File: config.mk
export PLATFORM = sky130hd
export DESIGN_NAME = axi_fifo_sub
export DESIGN_NICKNAME = d
export VERILOG_FILES = /design/src/hw/axi_cplx_pkg.sv /design/src/hw/axi_fifo_sub.sv
export SDC_FILE = /design/constraint.sdc
export NUM_CORES = 1
export LEC_CHECK = 0
export ABC_AREA = 1
export BUFFER_PORTS_ARGS = -buffer_cell sky130_fd_sc_hd__clkbuf_2
export CAP_MARGIN = 30
export CORE_ASPECT_RATIO = 1.75
export CORE_MARGIN = 8
export CORE_UTILIZATION = 45
export DETAILED_ROUTE_END_ITERATION = 12
export GPL_ROUTABILITY_DRIVEN = 0
export PLACE_DENSITY = 0.61
export SETUP_SLACK_MARGIN = 0.3
export SLEW_MARGIN = 20
export SYNTH_ARGS = -nofsm -noshare
export SYNTH_HDL_FRONTEND = slang
export SYNTH_SLANG_ARGS = --single-unit
File: constraint.sdc
create_clock -name core_clk -period 4.69 [get_ports core_clk]
set_input_delay 0.7035 -clock core_clk [delete_from_list [all_inputs] [get_ports core_clk]]
set_output_delay 0.7035 -clock core_clk [all_outputs]
set_load 0.02 [all_outputs]
File: src/hw/axi_cplx_pkg.sv
/* Widths, address map and encodings shared by the AXI subordinate complex
   Single-beat transfers only; the FIFO region offset is not decoded */
package axi_cplx_pkg;

    // Manager bus
    localparam int ADDR_W = 32;
    localparam int DATA_W = 32;
    localparam int STRB_W = DATA_W / 8;
    localparam int ID_W   = 4;

    // SRAM region, byte addressed
    localparam logic [ADDR_W-1:0] SRAM_BASE = 32'h0000_0000;
    localparam int SRAM_ADDR_W = 12;
    localparam int SRAM_WORDS  = 1024;

    // FIFO region, every offset hits the same port
    localparam logic [ADDR_W-1:0] FIFO_BASE = 32'h0001_0000;
    localparam int FIFO_ADDR_W = 12;
    localparam int FIFO_DEPTH  = 8;
    localparam int FIFO_CNT_W  = 4;

    // Reads or writes in flight per endpoint
    localparam int MAX_OUTSTANDING = 2;
    localparam int CNT_W           = 2;

    typedef enum logic [1:0] {
        RESP_OKAY   = 2'd0,
        RESP_SLVERR = 2'd2,
        RESP_DECERR = 2'd3
    } axi_resp_e;

    // Address decode result
    typedef enum logic [1:0] {
        EP_SRAM,
        EP_FIFO,
        EP_NONE
    } ep_sel_e;

endpackage

File: src/hw/axi_fifo_sub.sv
/* Word FIFO subordinate, writes push and reads pop regardless of offset
   Full push and empty pop answer SLVERR; write strobes are ignored */
`timescale 1ns/100ps

module axi_fifo_sub (
    input  logic core_clk,
    input  logic cptra_rst_b,
    input  logic i_arvalid, i_rready, i_awvalid, i_bready,
    input  logic [axi_cplx_pkg::FIFO_ADDR_W-1:0] i_araddr, i_awaddr,
    input  logic [axi_cplx_pkg::ID_W-1:0] i_arid, i_awid,
    input  logic [axi_cplx_pkg::DATA_W-1:0] i_wdata,
    input  logic [axi_cplx_pkg::STRB_W-1:0] i_wstrb,
    input  logic i_clear,
    output logic o_arready, o_rvalid, o_awready, o_bvalid,
    output logic [axi_cplx_pkg::DATA_W-1:0] o_rdata,
    output axi_cplx_pkg::axi_resp_e o_rresp, o_bresp,
    output logic [axi_cplx_pkg::ID_W-1:0] o_rid, o_bid,
    output logic o_avail
);
    import axi_cplx_pkg::*;

    logic [DATA_W-1:0] mem [FIFO_DEPTH];
    logic [$clog2(FIFO_DEPTH)-1:0] wr_ptr, rd_ptr;
    logic [FIFO_CNT_W-1:0] level;
    logic full, empty, ar_hs, aw_hs, push, pop;

    assign full  = (level == FIFO_CNT_W'(FIFO_DEPTH));
    assign empty = (level == '0);

    assign o_arready = !o_rvalid || i_rready;
    assign o_awready = !o_bvalid || i_bready;
    assign ar_hs     = i_arvalid && o_arready;
    assign aw_hs     = i_awvalid && o_awready;
    assign push      = aw_hs && !full;
    assign pop       = ar_hs && !empty;
    assign o_avail   = !empty;

    always_ff @(posedge core_clk or negedge cptra_rst_b) begin
        if (!cptra_rst_b) begin
            o_rvalid <= 1'b0;
            o_bvalid <= 1'b0;
            wr_ptr   <= '0;
            rd_ptr   <= '0;
            level    <= '0;
        end else begin
            o_rvalid <= ar_hs || (o_rvalid && !i_rready);
            o_bvalid <= aw_hs || (o_bvalid && !i_bready);
            // Clear wins over a push or pop in the same cycle
            if (i_clear) begin
                wr_ptr <= '0;
                rd_ptr <= '0;
                level  <= '0;
            end else begin
                if (push) begin
                    wr_ptr <= wr_ptr + 1'b1;
                end
                if (pop) begin
                    rd_ptr <= rd_ptr + 1'b1;
                end
                level <= level + FIFO_CNT_W'(push) - FIFO_CNT_W'(pop);
            end
        end
    end

    always_ff @(posedge core_clk) begin
        if (push) begin
            mem[wr_ptr] <= i_wdata;
        end
        if (ar_hs) begin
            o_rid   <= i_arid;
            o_rresp <= empty ? RESP_SLVERR : RESP_OKAY;
            o_rdata <= empty ? '0 : mem[rd_ptr];
        end
        if (aw_hs) begin
            o_bid   <= i_awid;
            o_bresp <= full ? RESP_SLVERR : RESP_OKAY;
        end
    end

endmodule

==> summary.txt <==
Floorplanning
  • Starting Density: 0.4529
  • Die width: between 100 and 150 um
  • Die area: between 0.03 and 0.04 mm2
  • Io pins: ~120
  • Core area: a little under 0.03 mm2
  • Die Y: between 200 and 250 um
  • FP Rows: a little over 80

Timing
  • Worst Skew: about 0.01 ns
  • TNS Setup: 0 ns
  • Final Hold Viols: 0
  • Fmax: about 350 MHz
  • Tightest Pin Transition: between 0.8 and 0.9 ns
  • Setup violators final: 0
  • Final Cycle Share: 0.6072
  • RSZ-0062 raised after global routing: false
  • Worst slew margin: 0.4061
  • Max-slew violations: 0
  • Final worst path period need: ~2.8 ns

Clock network
  • # H-tree levels: 1
  • CTS clk-pin slew, worst paths: 0.07 ns
  • # hold bufs at CTS: 0
  • Bufs on Longest Clock Path: 3
  • PostCTS Resize Cnt: 0
  • Clock sinks: just over 300
  • CTS tree: done
  • Number of CTS-inserted buffers: 28
  • Post-CTS Repair Setup Buffers: 0
  • Clock Latency Late Sink: ~0.54 ns
  • Clk root buf: clkbuf_16

Place
  • Dpl hpwl: 15.97 mm
  • IO buf count: 93
  • Placed cell areas: around 0.014 mm2

Flow run
  • Max-cap check violation count: 0

Worst setup path
  • Internal reg-to-reg setup slack: between 1.5 and 2 ns
  • Crit-path max FO: 11
  • Largest stage delay on the critical path: 0.54 ns
  • Chain of cells forming the critical path: a21oi_1 -> nand2_1 -> ha_1 -> inv_1 -> ha_1 -> fa_1 -> xnor2_1 -> nor2_1
  • Critical path arrival: about 3.3 ns
  • Most common cell on crit path: ha_1
  • Startpoint Class: flop
  • CP endpoint kind: flop
  • Critical path class: reg2reg
  • Crit path required time: just over 5 ns
  • Slowest-stage cell, CP: a21oi_1

Outcome
  • Status: finished clean

Drt
  • Post-DRT Antenna Nets: 0
  • Avg WL per Cell: roughly 16 um
  • First-pass iteration count of the detailed router: 5
  • Via Count: roughly 8400
  • Initial DRC Count: about 470
  • Vias per cell: approximately 4.8
  • Residual DRC: 0
  • Routed WL: approximately 28 mm

Worst hold path
  • Min-delay worst type: in2async

Logic synthesis
  • Mean Syn Cell Area: about 11 um2
  • Async SR Flop Fraction: 0.03871
  • Sequential share of the synthesized area: 0.7023
  • #FFs+latches synth: a little over 300
  • Post-Syn Instances: approximately 1200
  • Largest family of logic cells by synthesized area: simple AND/OR/NAND/NOR gates
  • Top post-synthesis cells by count: nand2_1 (334), edfxtp_1 (298), inv_1 (277), nand3_1 (168), nor2_1 (70)
  • Synth Flop Type: edfxtp_1
  • Synth Area in XOR/XNOR: 0.001995
  • Count leader, synth: nand2_1
  • Post-synthesis mux area share: 0
  • Ys Warns: 0
  • Area share of fa/ha/maj cells after synthesis: 0.009121
  • Synth Area in Compound Gates: 0.002660
  • Share of Yosys cell area claimed by the top area cell type: 0.6795
  • Dominant cells by area after synthesis: edfxtp_1 (68%), nand2_1 (9.5%), inv_1 (7.9%)
  • Share of synthesized cell area in and, or, nand and nor gates: 0.1839
  • Post-Syn Area: about 0.013 mm2
  • Largest area contributor in the netlist: edfxtp_1
  • Synth cell types: 20
  • Post-synth EDFFs: about 300

Power
  • Combinational share of power: 0.204
  • Switching power: around 2.1 mW
  • Leakage: roughly 6.7 nW
  • Power share of the sequential group: 0.477
  • Switching part of the total: 0.2920
  • IR drop worst, VDD: 0.0003241 V
  • Clock network fraction of total power: 0.319
  • Pint: 4.987 mW
  • Pwr Density: about 470 mW/mm2

Finish
  • Share of cells above drive strength 1: 0.1231
  • # diodes: 0
  • Final Util: 0.5150
  • Layout Nets: ~1400
  • Cell area after layout: 0.01497 mm2
  • Area growth syn-to-layout: 13.71%

Global routing
  • First-pass GRT wire length: between 40 and 50 mm
  • Number of global-route vias before repair: approximately 8700
  • Total gr overflow: 0
  • GRT Resource Usage Total: 0.1582
  • Pin count of the biggest net entering global routing: 66
  • Initial antenna violation count: 1
[power groups by stage]
stage               Sequential, mW  Clock, mW  Combinational (mW)
floorplan                     3.50          0               0.890
finish                        3.36       2.25                1.44
CTS                           3.36       2.30                1.47
global route                  3.38       2.40                1.62
global placement              3.41          0                1.43
detailed placement            3.42          0                1.46
[layer usage]
layer	GRT usage	vias up	part of all wire
met4	0.05198	2	0.021
li1	-	4112	-
met2	0.3028	188	0.54
met5	0	-	0.00047
met1	0.1718	4022	0.40
met3	0.02655	42	0.047
[per-stage QoR]
step | cells | setup slack [ns] | hold WS [ns] | total power [mW]
after floorplan | 1249 | 0.5639 | 0.4079 | 4.394
after global placement | 1687 | 1.460 | 0.4992 | 4.840
after detailed placement | 1688 | 1.373 | 0.5234 | 4.880
after CTS | 1739 | 1.778 | 0.03758 | 7.129
after global routing | 1739 | 1.528 | 0.05806 | 7.394
final | 1739 | 1.842 | 0.05125 | 7.044
[sequential cells by signal (all words and copies together) (netlist names)]
signal,cells
level,4
mem,256
o_rvalid,1
wr_ptr,3
o_rdata,32
o_bvalid,1
o_rid,4
o_rresp,1
o_bresp,1
rd_ptr,3
o_bid,4
[path summary, 6_finish.rpt]
| kind | start | end | cells after the start |
|---|---|---|---|
| setup / recovery | o_bvalid$_DFF_PN0_ | level[2]$_DFF_PN0_ | 8 |
| hold / removal | cptra_rst_b | o_rvalid$_DFF_PN0_ | 1 |
| setup reg to reg | o_bvalid$_DFF_PN0_ | level[2]$_DFF_PN0_ | 8 |
| hold reg to reg | o_bvalid$_DFF_PN0_ | o_bvalid$_DFF_PN0_ | 2 |
| max in group asynchronous | cptra_rst_b | rd_ptr[0]$_DFFE_PN0P_ | 1 |
| min in group core_clk | i_arid[0] | o_rid[0]$_DFFE_PP_ | 1 |
[logic make-up (layout without fill, tap and decap cells)]
family,Yosys count,in the layout
xor gates and xnor gates,3,3
other,1,2
adders and majority gates,9,9
DFF,310,310
buffers and inverters,334,442
AOI/OAI and AO/OA,7,7
and+or+nand+nor,584,584
[final cells by class]
type | instances | area (um2)
sequential | 310 | 9255
multi-input combinational | 605 | 2664
clock inverter | 17 | 151.4
timing repair buffer | 113 | 635.6
fill | 2537 | 14100
inverter | 278 | 1046
clock buffer | 34 | 744.5
tap | 382 | 478.0
[worst max-delay path: cells and delay by family, from the launching register on]
| family | cells | cell delay, ns |
|---|---|---|
| buf+inv | 1 | 0.04 |
| xor+xnor | 1 | 0.17 |
| flops | 1 | 0.39 |
| compound gates | 1 | 0.54 |
| simple gates | 2 | 0.54 |
| fa+ha+maj | 3 | 1.05 |
[layout by cell type (no fill, tap or decap), drive strengths merged]
cell      n
a21oi     3
nand4     4
clkinv   14
fa        1
xnor2     1
clkbuf  127
conb      2
inv     278
nand3   168
nand2   334
nor2     70
nor3      8
ha        8
dfrtp    12
xor2      2
edfxtp  298
bufinv    3
o21ai     4
buf      20
Power figures use the tool's default switching activity.
