<file path="src/hw/axi_cplx_pkg.sv">
/* Widths, address map and encodings shared by the AXI subordinate complex
   Single-beat transfers only; the FIFO region offset is not decoded */
package axi_cplx_pkg;

    // Manager bus
    localparam int ADDR_W = 32;
    localparam int DATA_W = 32;
    localparam int STRB_W = DATA_W / 8;
    localparam int ID_W   = 4;

    // SRAM region, byte addressed
    localparam logic [ADDR_W-1:0] SRAM_BASE = 32'h0000_0000;
    localparam int SRAM_ADDR_W = 12;
    localparam int SRAM_WORDS  = 1024;

    // FIFO region, every offset hits the same port
    localparam logic [ADDR_W-1:0] FIFO_BASE = 32'h0001_0000;
    localparam int FIFO_ADDR_W = 12;
    localparam int FIFO_DEPTH  = 8;
    localparam int FIFO_CNT_W  = 4;

    // Reads or writes in flight per endpoint
    localparam int MAX_OUTSTANDING = 2;
    localparam int CNT_W           = 2;

    typedef enum logic [1:0] {
        RESP_OKAY   = 2'd0,
        RESP_SLVERR = 2'd2,
        RESP_DECERR = 2'd3
    } axi_resp_e;

    // Address decode result
    typedef enum logic [1:0] {
        EP_SRAM,
        EP_FIFO,
        EP_NONE
    } ep_sel_e;

endpackage

</file>
<file path="src/hw/axi_txn_tracker.sv">
/* Outstanding read and write counters for one endpoint
   Counts saturate only through the full flags, which the crossbar honours */
`timescale 1ns/100ps

module axi_txn_tracker (
    input  logic                           core_clk,
    input  logic                           cptra_rst_b,
    input  logic                           i_ar_hs,
    input  logic                           i_r_hs,
    input  logic                           i_aw_hs,
    input  logic                           i_b_hs,
    output logic [axi_cplx_pkg::CNT_W-1:0] o_rd_cnt,
    output logic [axi_cplx_pkg::CNT_W-1:0] o_wr_cnt,
    output logic                           o_rd_full,
    output logic                           o_wr_full
);
    import axi_cplx_pkg::*;

    always_ff @(posedge core_clk or negedge cptra_rst_b) begin
        if (!cptra_rst_b) begin
            o_rd_cnt <= '0;
            o_wr_cnt <= '0;
        end else begin
            // Request and response in one cycle cancel out
            case ({i_ar_hs, i_r_hs})
                2'b10:   o_rd_cnt <= o_rd_cnt + 1'b1;
                2'b01:   o_rd_cnt <= o_rd_cnt - 1'b1;
                default: o_rd_cnt <= o_rd_cnt;
            endcase
            case ({i_aw_hs, i_b_hs})
                2'b10:   o_wr_cnt <= o_wr_cnt + 1'b1;
                2'b01:   o_wr_cnt <= o_wr_cnt - 1'b1;
                default: o_wr_cnt <= o_wr_cnt;
            endcase
        end
    end

    assign o_rd_full = (o_rd_cnt == CNT_W'(MAX_OUTSTANDING));
    assign o_wr_full = (o_wr_cnt == CNT_W'(MAX_OUTSTANDING));

endmodule

</file>
<file path="src/hw/axi_cplx_xbar.sv">
/* Address decode and response steering for one manager and two endpoints
   A request waits while any other source still owes responses on its channel
   Unmapped addresses are answered with DECERR and zero read data */
`timescale 1ns/100ps

module axi_cplx_xbar (
    input  logic core_clk,
    input  logic cptra_rst_b,
    // Manager port
    input  logic i_arvalid, i_rready, i_awvalid, i_bready,
    input  logic [axi_cplx_pkg::ADDR_W-1:0] i_araddr, i_awaddr,
    input  logic [axi_cplx_pkg::ID_W-1:0] i_arid, i_awid,
    input  logic [axi_cplx_pkg::DATA_W-1:0] i_wdata,
    input  logic [axi_cplx_pkg::STRB_W-1:0] i_wstrb,
    output logic o_arready, o_rvalid, o_awready, o_bvalid,
    output logic [axi_cplx_pkg::DATA_W-1:0] o_rdata,
    output axi_cplx_pkg::axi_resp_e o_rresp, o_bresp,
    output logic [axi_cplx_pkg::ID_W-1:0] o_rid, o_bid,
    // SRAM endpoint
    output logic o_sram_arvalid, o_sram_rready, o_sram_awvalid, o_sram_bready,
    output logic [axi_cplx_pkg::SRAM_ADDR_W-1:0] o_sram_araddr, o_sram_awaddr,
    output logic [axi_cplx_pkg::ID_W-1:0] o_sram_arid, o_sram_awid,
    output logic [axi_cplx_pkg::DATA_W-1:0] o_sram_wdata,
    output logic [axi_cplx_pkg::STRB_W-1:0] o_sram_wstrb,
    input  logic i_sram_arready, i_sram_rvalid, i_sram_awready, i_sram_bvalid,
    input  logic [axi_cplx_pkg::DATA_W-1:0] i_sram_rdata,
    input  axi_cplx_pkg::axi_resp_e i_sram_rresp, i_sram_bresp,
    input  logic [axi_cplx_pkg::ID_W-1:0] i_sram_rid, i_sram_bid,
    // FIFO endpoint
    output logic o_fifo_arvalid, o_fifo_rready, o_fifo_awvalid, o_fifo_bready,
    output logic [axi_cplx_pkg::FIFO_ADDR_W-1:0] o_fifo_araddr, o_fifo_awaddr,
    output logic [axi_cplx_pkg::ID_W-1:0] o_fifo_arid, o_fifo_awid,
    output logic [axi_cplx_pkg::DATA_W-1:0] o_fifo_wdata,
    output logic [axi_cplx_pkg::STRB_W-1:0] o_fifo_wstrb,
    input  logic i_fifo_arready, i_fifo_rvalid, i_fifo_awready, i_fifo_bvalid,
    input  logic [axi_cplx_pkg::DATA_W-1:0] i_fifo_rdata,
    input  axi_cplx_pkg::axi_resp_e i_fifo_rresp, i_fifo_bresp,
    input  logic [axi_cplx_pkg::ID_W-1:0] i_fifo_rid, i_fifo_bid
);
    import axi_cplx_pkg::*;

    ep_sel_e ar_sel, aw_sel, r_src, b_src;
    logic [CNT_W-1:0] sram_rd_cnt, sram_wr_cnt, fifo_rd_cnt, fifo_wr_cnt;
    logic sram_rd_full, sram_wr_full, fifo_rd_full, fifo_wr_full;
    logic sram_ar_ok, fifo_ar_ok, dec_ar_ok, sram_aw_ok, fifo_aw_ok, dec_aw_ok;
    logic dec_ar_hs, dec_aw_hs, dec_rvalid, dec_bvalid;
    logic [ID_W-1:0] dec_rid, dec_bid;

    function automatic ep_sel_e decode(input logic [ADDR_W-1:0] addr);
        if (addr[ADDR_W-1:SRAM_ADDR_W] == SRAM_BASE[ADDR_W-1:SRAM_ADDR_W]) begin
            return EP_SRAM;
        end
        if (addr[ADDR_W-1:FIFO_ADDR_W] == FIFO_BASE[ADDR_W-1:FIFO_ADDR_W]) begin
            return EP_FIFO;
        end
        return EP_NONE;
    endfunction

    assign ar_sel = decode(i_araddr);
    assign aw_sel = decode(i_awaddr);

    // Only one source can owe responses per channel, so it owns the mux
    assign r_src = (sram_rd_cnt != '0) ? EP_SRAM : (fifo_rd_cnt != '0) ? EP_FIFO : EP_NONE;
    assign b_src = (sram_wr_cnt != '0) ? EP_SRAM : (fifo_wr_cnt != '0) ? EP_FIFO : EP_NONE;

    // Ordering rule
    assign sram_ar_ok = (ar_sel == EP_SRAM) && !sram_rd_full && (fifo_rd_cnt == '0) && !dec_rvalid;
    assign fifo_ar_ok = (ar_sel == EP_FIFO) && !fifo_rd_full && (sram_rd_cnt == '0) && !dec_rvalid;
    assign dec_ar_ok  = (ar_sel == EP_NONE) && (r_src == EP_NONE) && (!dec_rvalid || i_rready);
    assign sram_aw_ok = (aw_sel == EP_SRAM) && !sram_wr_full && (fifo_wr_cnt == '0) && !dec_bvalid;
    assign fifo_aw_ok = (aw_sel == EP_FIFO) && !fifo_wr_full && (sram_wr_cnt == '0) && !dec_bvalid;
    assign dec_aw_ok  = (aw_sel == EP_NONE) && (b_src == EP_NONE) && (!dec_bvalid || i_bready);

    assign o_arready = (sram_ar_ok && i_sram_arready) || (fifo_ar_ok && i_fifo_arready) || dec_ar_ok;
    assign o_awready = (sram_aw_ok && i_sram_awready) || (fifo_aw_ok && i_fifo_awready) || dec_aw_ok;
    assign dec_ar_hs = i_arvalid && dec_ar_ok;
    assign dec_aw_hs = i_awvalid && dec_aw_ok;

    // Requests, with addresses cut to the region offset
    assign o_sram_arvalid = i_arvalid && sram_ar_ok;
    assign o_sram_araddr  = i_araddr[SRAM_ADDR_W-1:0];
    assign o_sram_arid    = i_arid;
    assign o_sram_awvalid = i_awvalid && sram_aw_ok;
    assign o_sram_awaddr  = i_awaddr[SRAM_ADDR_W-1:0];
    assign o_sram_awid    = i_awid;
    assign o_sram_wdata   = i_wdata;
    assign o_sram_wstrb   = i_wstrb;
    assign o_fifo_arvalid = i_arvalid && fifo_ar_ok;
    assign o_fifo_araddr  = i_araddr[FIFO_ADDR_W-1:0];
    assign o_fifo_arid    = i_arid;
    assign o_fifo_awvalid = i_awvalid && fifo_aw_ok;
    assign o_fifo_awaddr  = i_awaddr[FIFO_ADDR_W-1:0];
    assign o_fifo_awid    = i_awid;
    assign o_fifo_wdata   = i_wdata;
    assign o_fifo_wstrb   = i_wstrb;

    // Response mux
    assign o_sram_rready = i_rready && (r_src == EP_SRAM);
    assign o_fifo_rready = i_rready && (r_src == EP_FIFO);
    assign o_sram_bready = i_bready && (b_src == EP_SRAM);
    assign o_fifo_bready = i_bready && (b_src == EP_FIFO);

    assign o_rvalid = (r_src == EP_SRAM) ? i_sram_rvalid :
                      (r_src == EP_FIFO) ? i_fifo_rvalid : dec_rvalid;
    assign o_rdata  = (r_src == EP_SRAM) ? i_sram_rdata :
                      (r_src == EP_FIFO) ? i_fifo_rdata : '0;
    assign o_rresp  = (r_src == EP_SRAM) ? i_sram_rresp :
                      (r_src == EP_FIFO) ? i_fifo_rresp : RESP_DECERR;
    assign o_rid    = (r_src == EP_SRAM) ? i_sram_rid :
                      (r_src == EP_FIFO) ? i_fifo_rid : dec_rid;
    assign o_bvalid = (b_src == EP_SRAM) ? i_sram_bvalid :
                      (b_src == EP_FIFO) ? i_fifo_bvalid : dec_bvalid;
    assign o_bresp  = (b_src == EP_SRAM) ? i_sram_bresp :
                      (b_src == EP_FIFO) ? i_fifo_bresp : RESP_DECERR;
    assign o_bid    = (b_src == EP_SRAM) ? i_sram_bid :
                      (b_src == EP_FIFO) ? i_fifo_bid : dec_bid;

    // DECERR responder, one response slot per channel
    always_ff @(posedge core_clk or negedge cptra_rst_b) begin
        if (!cptra_rst_b) begin
            dec_rvalid <= 1'b0;
            dec_bvalid <= 1'b0;
        end else begin
            dec_rvalid <= dec_ar_hs || (dec_rvalid && !i_rready);
            dec_bvalid <= dec_aw_hs || (dec_bvalid && !i_bready);
        end
    end

    always_ff @(posedge core_clk) begin
        if (dec_ar_hs) begin
            dec_rid <= i_arid;
        end
        if (dec_aw_hs) begin
            dec_bid <= i_awid;
        end
    end

    axi_txn_tracker u_sram_trk (
        .core_clk    (core_clk),
        .cptra_rst_b (cptra_rst_b),
        .i_ar_hs     (o_sram_arvalid && i_sram_arready),
        .i_r_hs      (i_sram_rvalid && o_sram_rready),
        .i_aw_hs     (o_sram_awvalid && i_sram_awready),
        .i_b_hs      (i_sram_bvalid && o_sram_bready),
        .o_rd_cnt    (sram_rd_cnt),
        .o_wr_cnt    (sram_wr_cnt),
        .o_rd_full   (sram_rd_full),
        .o_wr_full   (sram_wr_full)
    );

    axi_txn_tracker u_fifo_trk (
        .core_clk    (core_clk),
        .cptra_rst_b (cptra_rst_b),
        .i_ar_hs     (o_fifo_arvalid && i_fifo_arready),
        .i_r_hs      (i_fifo_rvalid && o_fifo_rready),
        .i_aw_hs     (o_fifo_awvalid && i_fifo_awready),
        .i_b_hs      (i_fifo_bvalid && o_fifo_bready),
        .o_rd_cnt    (fifo_rd_cnt),
        .o_wr_cnt    (fifo_wr_cnt),
        .o_rd_full   (fifo_rd_full),
        .o_wr_full   (fifo_wr_full)
    );

endmodule

</file>
<file path="config.mk">
export PLATFORM = sky130hd
export DESIGN_NAME = axi_cplx_xbar
export DESIGN_NICKNAME = d
export VERILOG_FILES = /design/src/hw/axi_cplx_pkg.sv /design/src/hw/axi_txn_tracker.sv /design/src/hw/axi_cplx_xbar.sv
export SDC_FILE = /design/constraint.sdc
export NUM_CORES = 1
export LEC_CHECK = 0
export BUFFER_PORTS_ARGS = -buffer_cell sky130_fd_sc_hd__buf_2
export CORE_AREA = 4 4 155 157
export CTS_BUF_LIST = sky130_fd_sc_hd__clkbuf_4 sky130_fd_sc_hd__clkbuf_8
export DETAILED_ROUTE_END_ITERATION = 16
export DIE_AREA = 0 0 159 161
export HOLD_SLACK_MARGIN = 0.03
export PLACE_DENSITY = 0.43
export SLEW_MARGIN = 0
export SYNTH_ARGS = -nofsm -noshare
export SYNTH_HDL_FRONTEND = slang
export SYNTH_SLANG_ARGS = --single-unit
</file>
<file path="constraint.sdc">
create_clock -name core_clk -period 2.2 [get_ports core_clk]
set_input_delay 0.11 -clock core_clk [delete_from_list [all_inputs] [get_ports core_clk]]
set_output_delay 0.11 -clock core_clk [all_outputs]
set_load 0.02 [all_outputs]
</file>
==> flow_summary_export.csv, run 1 <==
group,metric,value,unit
detailed_routing,antenna_left,0,
power_and_ir_drop,peakVddDrop,0.175,mV
timing,finalSetupViolations,0,
synth,ys_seq_elements,18,
final_layout,diodes,0,
detailed_routing,drtIter0Drc,97,
timing,fin_tns_setup,0,ps
cts,clk_pin_slew,80,ps
die,initial_core_util,12.0,%
synth,synth_edf_count,8,
timing,hold_viol,0,
critical_path,crit_type,"reg -> out",
detailed_routing,drtPass1Iterations,4,
critical_path,cp_slowest_stage_delay,450,ps
power_and_ir_drop,p_per_area,487,nW/um^2
power_and_ir_drop,power,1.57,mW
global_routing,antenna_found_initial,1,
timing,finalClockSkew,1.45,ps
final_layout,drive_above_1_share,58.7,%
die,core.rowCount,55,
synth,ys_seq_area_share,18.1,%
critical_path,worstPathArrival,1940,ps
die,die_w,159,um
timing,holdWs,51.3,ps
detailed_routing,post_drt_wl_per_cell,14.9,um
synth,synthArstFlopShare,55.6,%
detailed_routing,dr_total_vias,2507,
timing,rsz0062_at_grt,"false",
synth,synth.cell_area,2700,sq um
final_layout,nets,630,
global_routing,grt_usage,7.31,%
place,hpwl,9120,um
synth,netlist_top_cells_area,"buf_4 (39%), a22o_1 (11%), dfrtp_1 (9.3%), edfxtp_1 (8.9%), xnor2_1 (2.6%)",
timing,tightestPinTransition,550,ps
final_layout,syn2layout_area_growth,19.5,%
critical_path,crit_fanout,11,
global_routing,grt_pass1_vias,2560,
flow_run,max_cap_violations,0,
critical_path,critPathSlowestCell,"dfrtp_1",
final_layout,nFillCells,2583,
final_layout,mostFrequentLayoutCells,"buf_2 (221), a22o_1 (33), nand2_1 (18)",
final_layout,final_common_cell,"buf_2",
critical_path,path_delay_family,"simple AND/OR/NAND/NOR gates",
critical_path,path_cells,"or2_2 -> nor4_1 -> o21a_1 -> a31o_1 -> buf_2",
cts,clock_latency,260,ps
critical_path,cp.required,2090,ps
synth,yosysWarnings,0,
global_routing,grt_max_degree,23,
critical_path,timing.critical_path.buf_inv,1,
detailed_routing,drc,0,
synth,synthesis.nets,538,
cts,ctsRootBufferMaster,"clkbuf_8",
synth,postSynthCellCount,324,
timing,fin_crit_sh,93.1,%
place,gp_congestion,0.760,
die,core-area,22500,sq um
outcome,status,"complete, no violations",
synth,ys.flop_type,"dfrtp_1",
power_and_ir_drop,leakagePower,1.67,nW
die,die-height,161,um
place,place.port_buffers,221,
global_routing,grt_pass1_wl,14900,um
min_path,hold_path.class,"in -> reg",
die,io_pins,402,
timing,final_max_slew_viol_count,0,
timing,slew_headroom,62.9,%
cts,ctsLongestPathBuffers,2,
cts,cts_tree,"built",
critical_path,cp-end-kind,"output port",
timing,fin_crit,2050,ps
synth,synth.top_cell.area_share,38.6,%
synth,avgSynthCellArea,8.34,sq um
synth,ys_types,40,
synth,yosys.area.top_type,"buf_4",
detailed_routing,drt_wl_total,10400,um
cts,htree_levels,1,
cts,numCtsBuffers,3,
detailed_routing,drt-vias-per-instance,3.59,
critical_path,start_kind,"register",
timing,clock.fmax,488,MHz
die,die_area,25600,sq um
cts,clock-sinks,18,
global_routing,grt-ovfl-total,0,
-- where the power goes --
| part | switching [mW] | leakage [nW] | internal (mW) | total (mW) |
|---|---|---|---|---|
| combinational | 0.530 | 1.44 | 0.384 | 0.915 |
| clock | 0.122 | 0.0216 | 0.122 | 0.244 |
| sequential | 0.0283 | 0.209 | 0.387 | 0.415 |
| total | 0.680 | 1.67 | 0.893 | 1.57 |
-- path summary, 6_finish.rpt --
path	depth (start not counted)	start	slack [ps]	to
max in group asynchronous	2	cptra_rst_b	1700	u_sram_trk.o_wr_cnt[0]$_DFFE_PN0P_
min reg2reg	1	u_fifo_trk.o_wr_cnt[1]$_DFFE_PN0P_	510	u_fifo_trk.o_wr_cnt[1]$_DFFE_PN0P_
min	1	i_arid[2]	50	dec_rid[2]$_DFFE_PP_
max	5	u_sram_trk.o_rd_cnt[0]$_DFFE_PN0P_	150	o_arready
max reg2reg	6	u_fifo_trk.o_wr_cnt[0]$_DFFE_PN0P_	290	u_fifo_trk.o_wr_cnt[1]$_DFFE_PN0P_
min in group asynchronous	2	cptra_rst_b	260	u_sram_trk.o_rd_cnt[0]$_DFFE_PN0P_
-- final cells by class --
class | instances | area [sq um] | area share (%)
tap | 285 | 357 | 11.0
multi-input combinational | 157 | 1120 | 34.8
inverter | 2 | 7.51 | 0.232
sequential | 18 | 490 | 15.2
clock buffer | 3 | 41.3 | 1.28
timing repair buffer | 234 | 1210 | 37.5
-- sequential cells by signal, summed over array words and instances, names as in the netlist --
signal and count:
dec_bid 4, dec_bvalid 1, dec_rid 4, dec_rvalid 1, u_fifo_trk.o_rd_cnt 2, u_fifo_trk.o_wr_cnt 2
u_sram_trk.o_rd_cnt 2, u_sram_trk.o_wr_cnt 2
-- metal layers --
metal  up-vias  GRT usage (%)  wire length [um]
met2       186           12.2              4910
met3        51           3.50              1240
met4         2           3.35               382
li1       1177              -                 -
met5         -              0                13
met1      1091           7.92              3880
-- synthesized netlist by cell type, drive strengths merged (2+ instances only) --
library cell  count
xnor2             8
or2               3
nor2             17
nor4              8
inv               2
dfrtp            10
ha                4
nor3              3
o21ai             7
nand2            18
o22a              4
nand2b            3
buf             146
nand4             4
nand4b            2
xor2              4
a31oi             5
and2              4
a22o             33
and3              7
mux2i             6
nor2b             3
edfxtp            8
nand3             2
-- cells by family after synthesis --
group           Yosys count  share of synthesized area, %
compound gates           54                          16.1
xor+xnor                 12                          3.89
fa+ha+maj                 4                          1.85
buf+inv                 149                          40.3
flops                    18                          18.1
mux                       6                          2.22
simple gates             81                          17.5
-- timing repair --
item / CTS / global route
hold endpoints to repair: 12 / 0
endpoints found under the setup margin: 0 / 1
hold buffers: 3 / 0
gates resized for setup: 0 / 1
buffers inserted: 0 / 0
-- stage by stage --
stage               instances  util (%)  worst slack, ps  instance area (sq um)
floorplan                 324         -              347                   2700
global placement          693      14.0              333                   3160
detailed placement        693      14.0              278                   3160
CTS                       699      14.4             56.7                   3230
global route              699      14.4             43.4                   3230
finish                    699      14.4              151                   3230
Power figures use the tool's default switching activity.
==> run 2: changes to the inputs <==
--- a/config.mk
+++ b/config.mk
@@ -5,7 +5,7 @@
 export SDC_FILE = /design/constraint.sdc
 export NUM_CORES = 1
 export LEC_CHECK = 0
-export BUFFER_PORTS_ARGS = -buffer_cell sky130_fd_sc_hd__buf_2
+export BUFFER_PORTS_ARGS = -buffer_cell sky130_fd_sc_hd__buf_4
 export CORE_AREA = 4 4 155 157
 export CTS_BUF_LIST = sky130_fd_sc_hd__clkbuf_4 sky130_fd_sc_hd__clkbuf_8
 export DETAILED_ROUTE_END_ITERATION = 16
==> flow_summary_export.csv, run 2 (synthesized netlist as in run 1, its figures left out) <==
group,metric,value,unit
timing,rsz0062_at_grt,"false",
timing,tightestPinTransition,580,ps
outcome,status,"complete, no violations",
die,initial_core_util,12.0,%
timing,fin_tns_setup,0,ps
final_layout,multi_input_area,1120,sq um
detailed_routing,drt_wl_total,11000,um
critical_path,cp-end-kind,"register",
cts,clock_latency,260,ps
global_routing,grt_usage,7.97,%
critical_path,crit_fanout,10,
detailed_routing,drtPass1Iterations,4,
global_routing,grt_pass1_wl,16300,um
power_and_ir_drop,peakVddDrop,0.177,mV
final_layout,reg_top3,"dec_bid x4, dec_rid x4",
timing,final_max_slew_viol_count,0,
final_layout,layout.area.seq,490,sq um
global_routing,antenna_found_initial,1,
min_path,hold_path.class,"in -> reg",
timing,clock.fmax,515,MHz
detailed_routing,drtIter0Drc,86,
detailed_routing,wl_met1,3960,um
detailed_routing,dr_total_vias,2535,
detailed_routing,routed.top_layer,"met5",
critical_path,worstPathArrival,2130,ps
cts,ctsLongestPathBuffers,2,
global_routing,grt-ovfl-total,0,
die,io_pins,402,
critical_path,crit_type,"reg -> reg",
cts,cts_tree,"built",
place,gp_congestion,0.754,
timing,fin_crit_sh,88.2,%
power_and_ir_drop,p_per_area,463,nW/um^2
die,die-height,161,um
cts,ctsRootBufferMaster,"clkbuf_8",
global_routing,grt_max_degree,34,
die,die_area,25600,sq um
final_layout,syn2layout_area_growth,40.9,%
final_layout,nets,632,
final_layout,final_area,3810,sq um
timing,holdWs,44.9,ps
timing,finalClockSkew,1.46,ps
critical_path,cp.required,2390,ps
timing,fin_crit,1940,ps
timing,finalSetupViolations,0,
detailed_routing,drc,0,
detailed_routing,wl_met2,5300,um
final_layout,nFillCells,2518,
final_layout,final_common_cell,"buf_4",
cts,clock-sinks,18,
place,place.port_buffers,221,
detailed_routing,antenna_left,0,
final_layout,drive_above_1_share,58.4,%
cts,clk_pin_slew,80,ps
die,core.rowCount,55,
final_layout,diodes,0,
place,postPlaceCellArea,3710,sq um
timing,slew_headroom,60.9,%
die,die_w,159,um
die,core-area,22500,sq um
critical_path,start_kind,"register",
flow_run,max_cap_violations,0,
final_layout,mostFrequentLayoutCells,"buf_4 (230), a22o_1 (33), nand2_1 (18)",
cts,numCtsBuffers,3,
global_routing,grt_pass1_vias,2722,
detailed_routing,drt-vias-per-instance,3.62,
timing,hold_viol,0,
cts,htree_levels,1,
detailed_routing,wl_met3,1350,um
power_and_ir_drop,leakagePower,1.84,nW
power_and_ir_drop,power,1.76,mW
detailed_routing,post_drt_wl_per_cell,15.7,um
final_layout,utilization,16.9,%
place,hpwl,9480,um
==> run 2: metal layers <==
layer	global-route usage (%)	up-vias
li1	-	1182
met1	8.83	1102
met3	3.70	54
met4	3.23	2
met5	0	-
met2	13.3	195
==> run 2: metrics by stage <==
step / setup WS [ps] / std cells
3_5_place_dp: 254 / 693
6_report: 260 / 701
4_1_cts: 49.9 / 701
5_1_grt: 90.2 / 701
2_1_floorplan: 347 / 324
3_3_place_gp: 315 / 693
==> run 2: power by group <==
part,switching (mW),internal [mW]
clock,0.127,0.122
combinational,0.547,0.553
sequential,0.0281,0.387
==> run 2: area by class of cell <==
type                       instances  area share, %
clock buffer                       3           1.08
inverter                           2          0.197
multi-input combinational        157           29.5
sequential                        18           12.9
tap                              285           9.36
timing repair buffer             236           46.9
==> run 2: what timing repair did <==
action                                 in CTS  in global routing
gates resized for setup                     0                  2
hold buffers                                5                  0
setup buffers                               0                  0
endpoints found under the hold margin      14                  0
setup endpoints to repair                   0                 33
==> run 2: worst paths after layout <==
check / slack (ps) / end / depth (start not counted) / from
max: 260 / u_sram_trk.o_wr_cnt[1]$_DFFE_PN0P_ / 6 / u_fifo_trk.o_wr_cnt[0]$_DFFE_PN0P_
min: 40 / dec_rid[2]$_DFFE_PP_ / 1 / i_arid[2]
max reg2reg: 260 / u_sram_trk.o_wr_cnt[1]$_DFFE_PN0P_ / 6 / u_fifo_trk.o_wr_cnt[0]$_DFFE_PN0P_
min reg2reg: 520 / u_fifo_trk.o_wr_cnt[1]$_DFFE_PN0P_ / 1 / u_fifo_trk.o_wr_cnt[1]$_DFFE_PN0P_
max in group asynchronous: 1820 / u_sram_trk.o_wr_cnt[0]$_DFFE_PN0P_ / 2 / cptra_rst_b
min in group asynchronous: 220 / u_sram_trk.o_rd_cnt[1]$_DFFE_PN0P_ / 2 / cptra_rst_b
==> run 2: critical path, stage by stage, from the launching register on <==
cell and delay (ps):
dfrtp_1 440, or2_1 380, nor4b_2 300, nand4b_1 140
ha_1 330, nor2_1 130, xor2_1 140
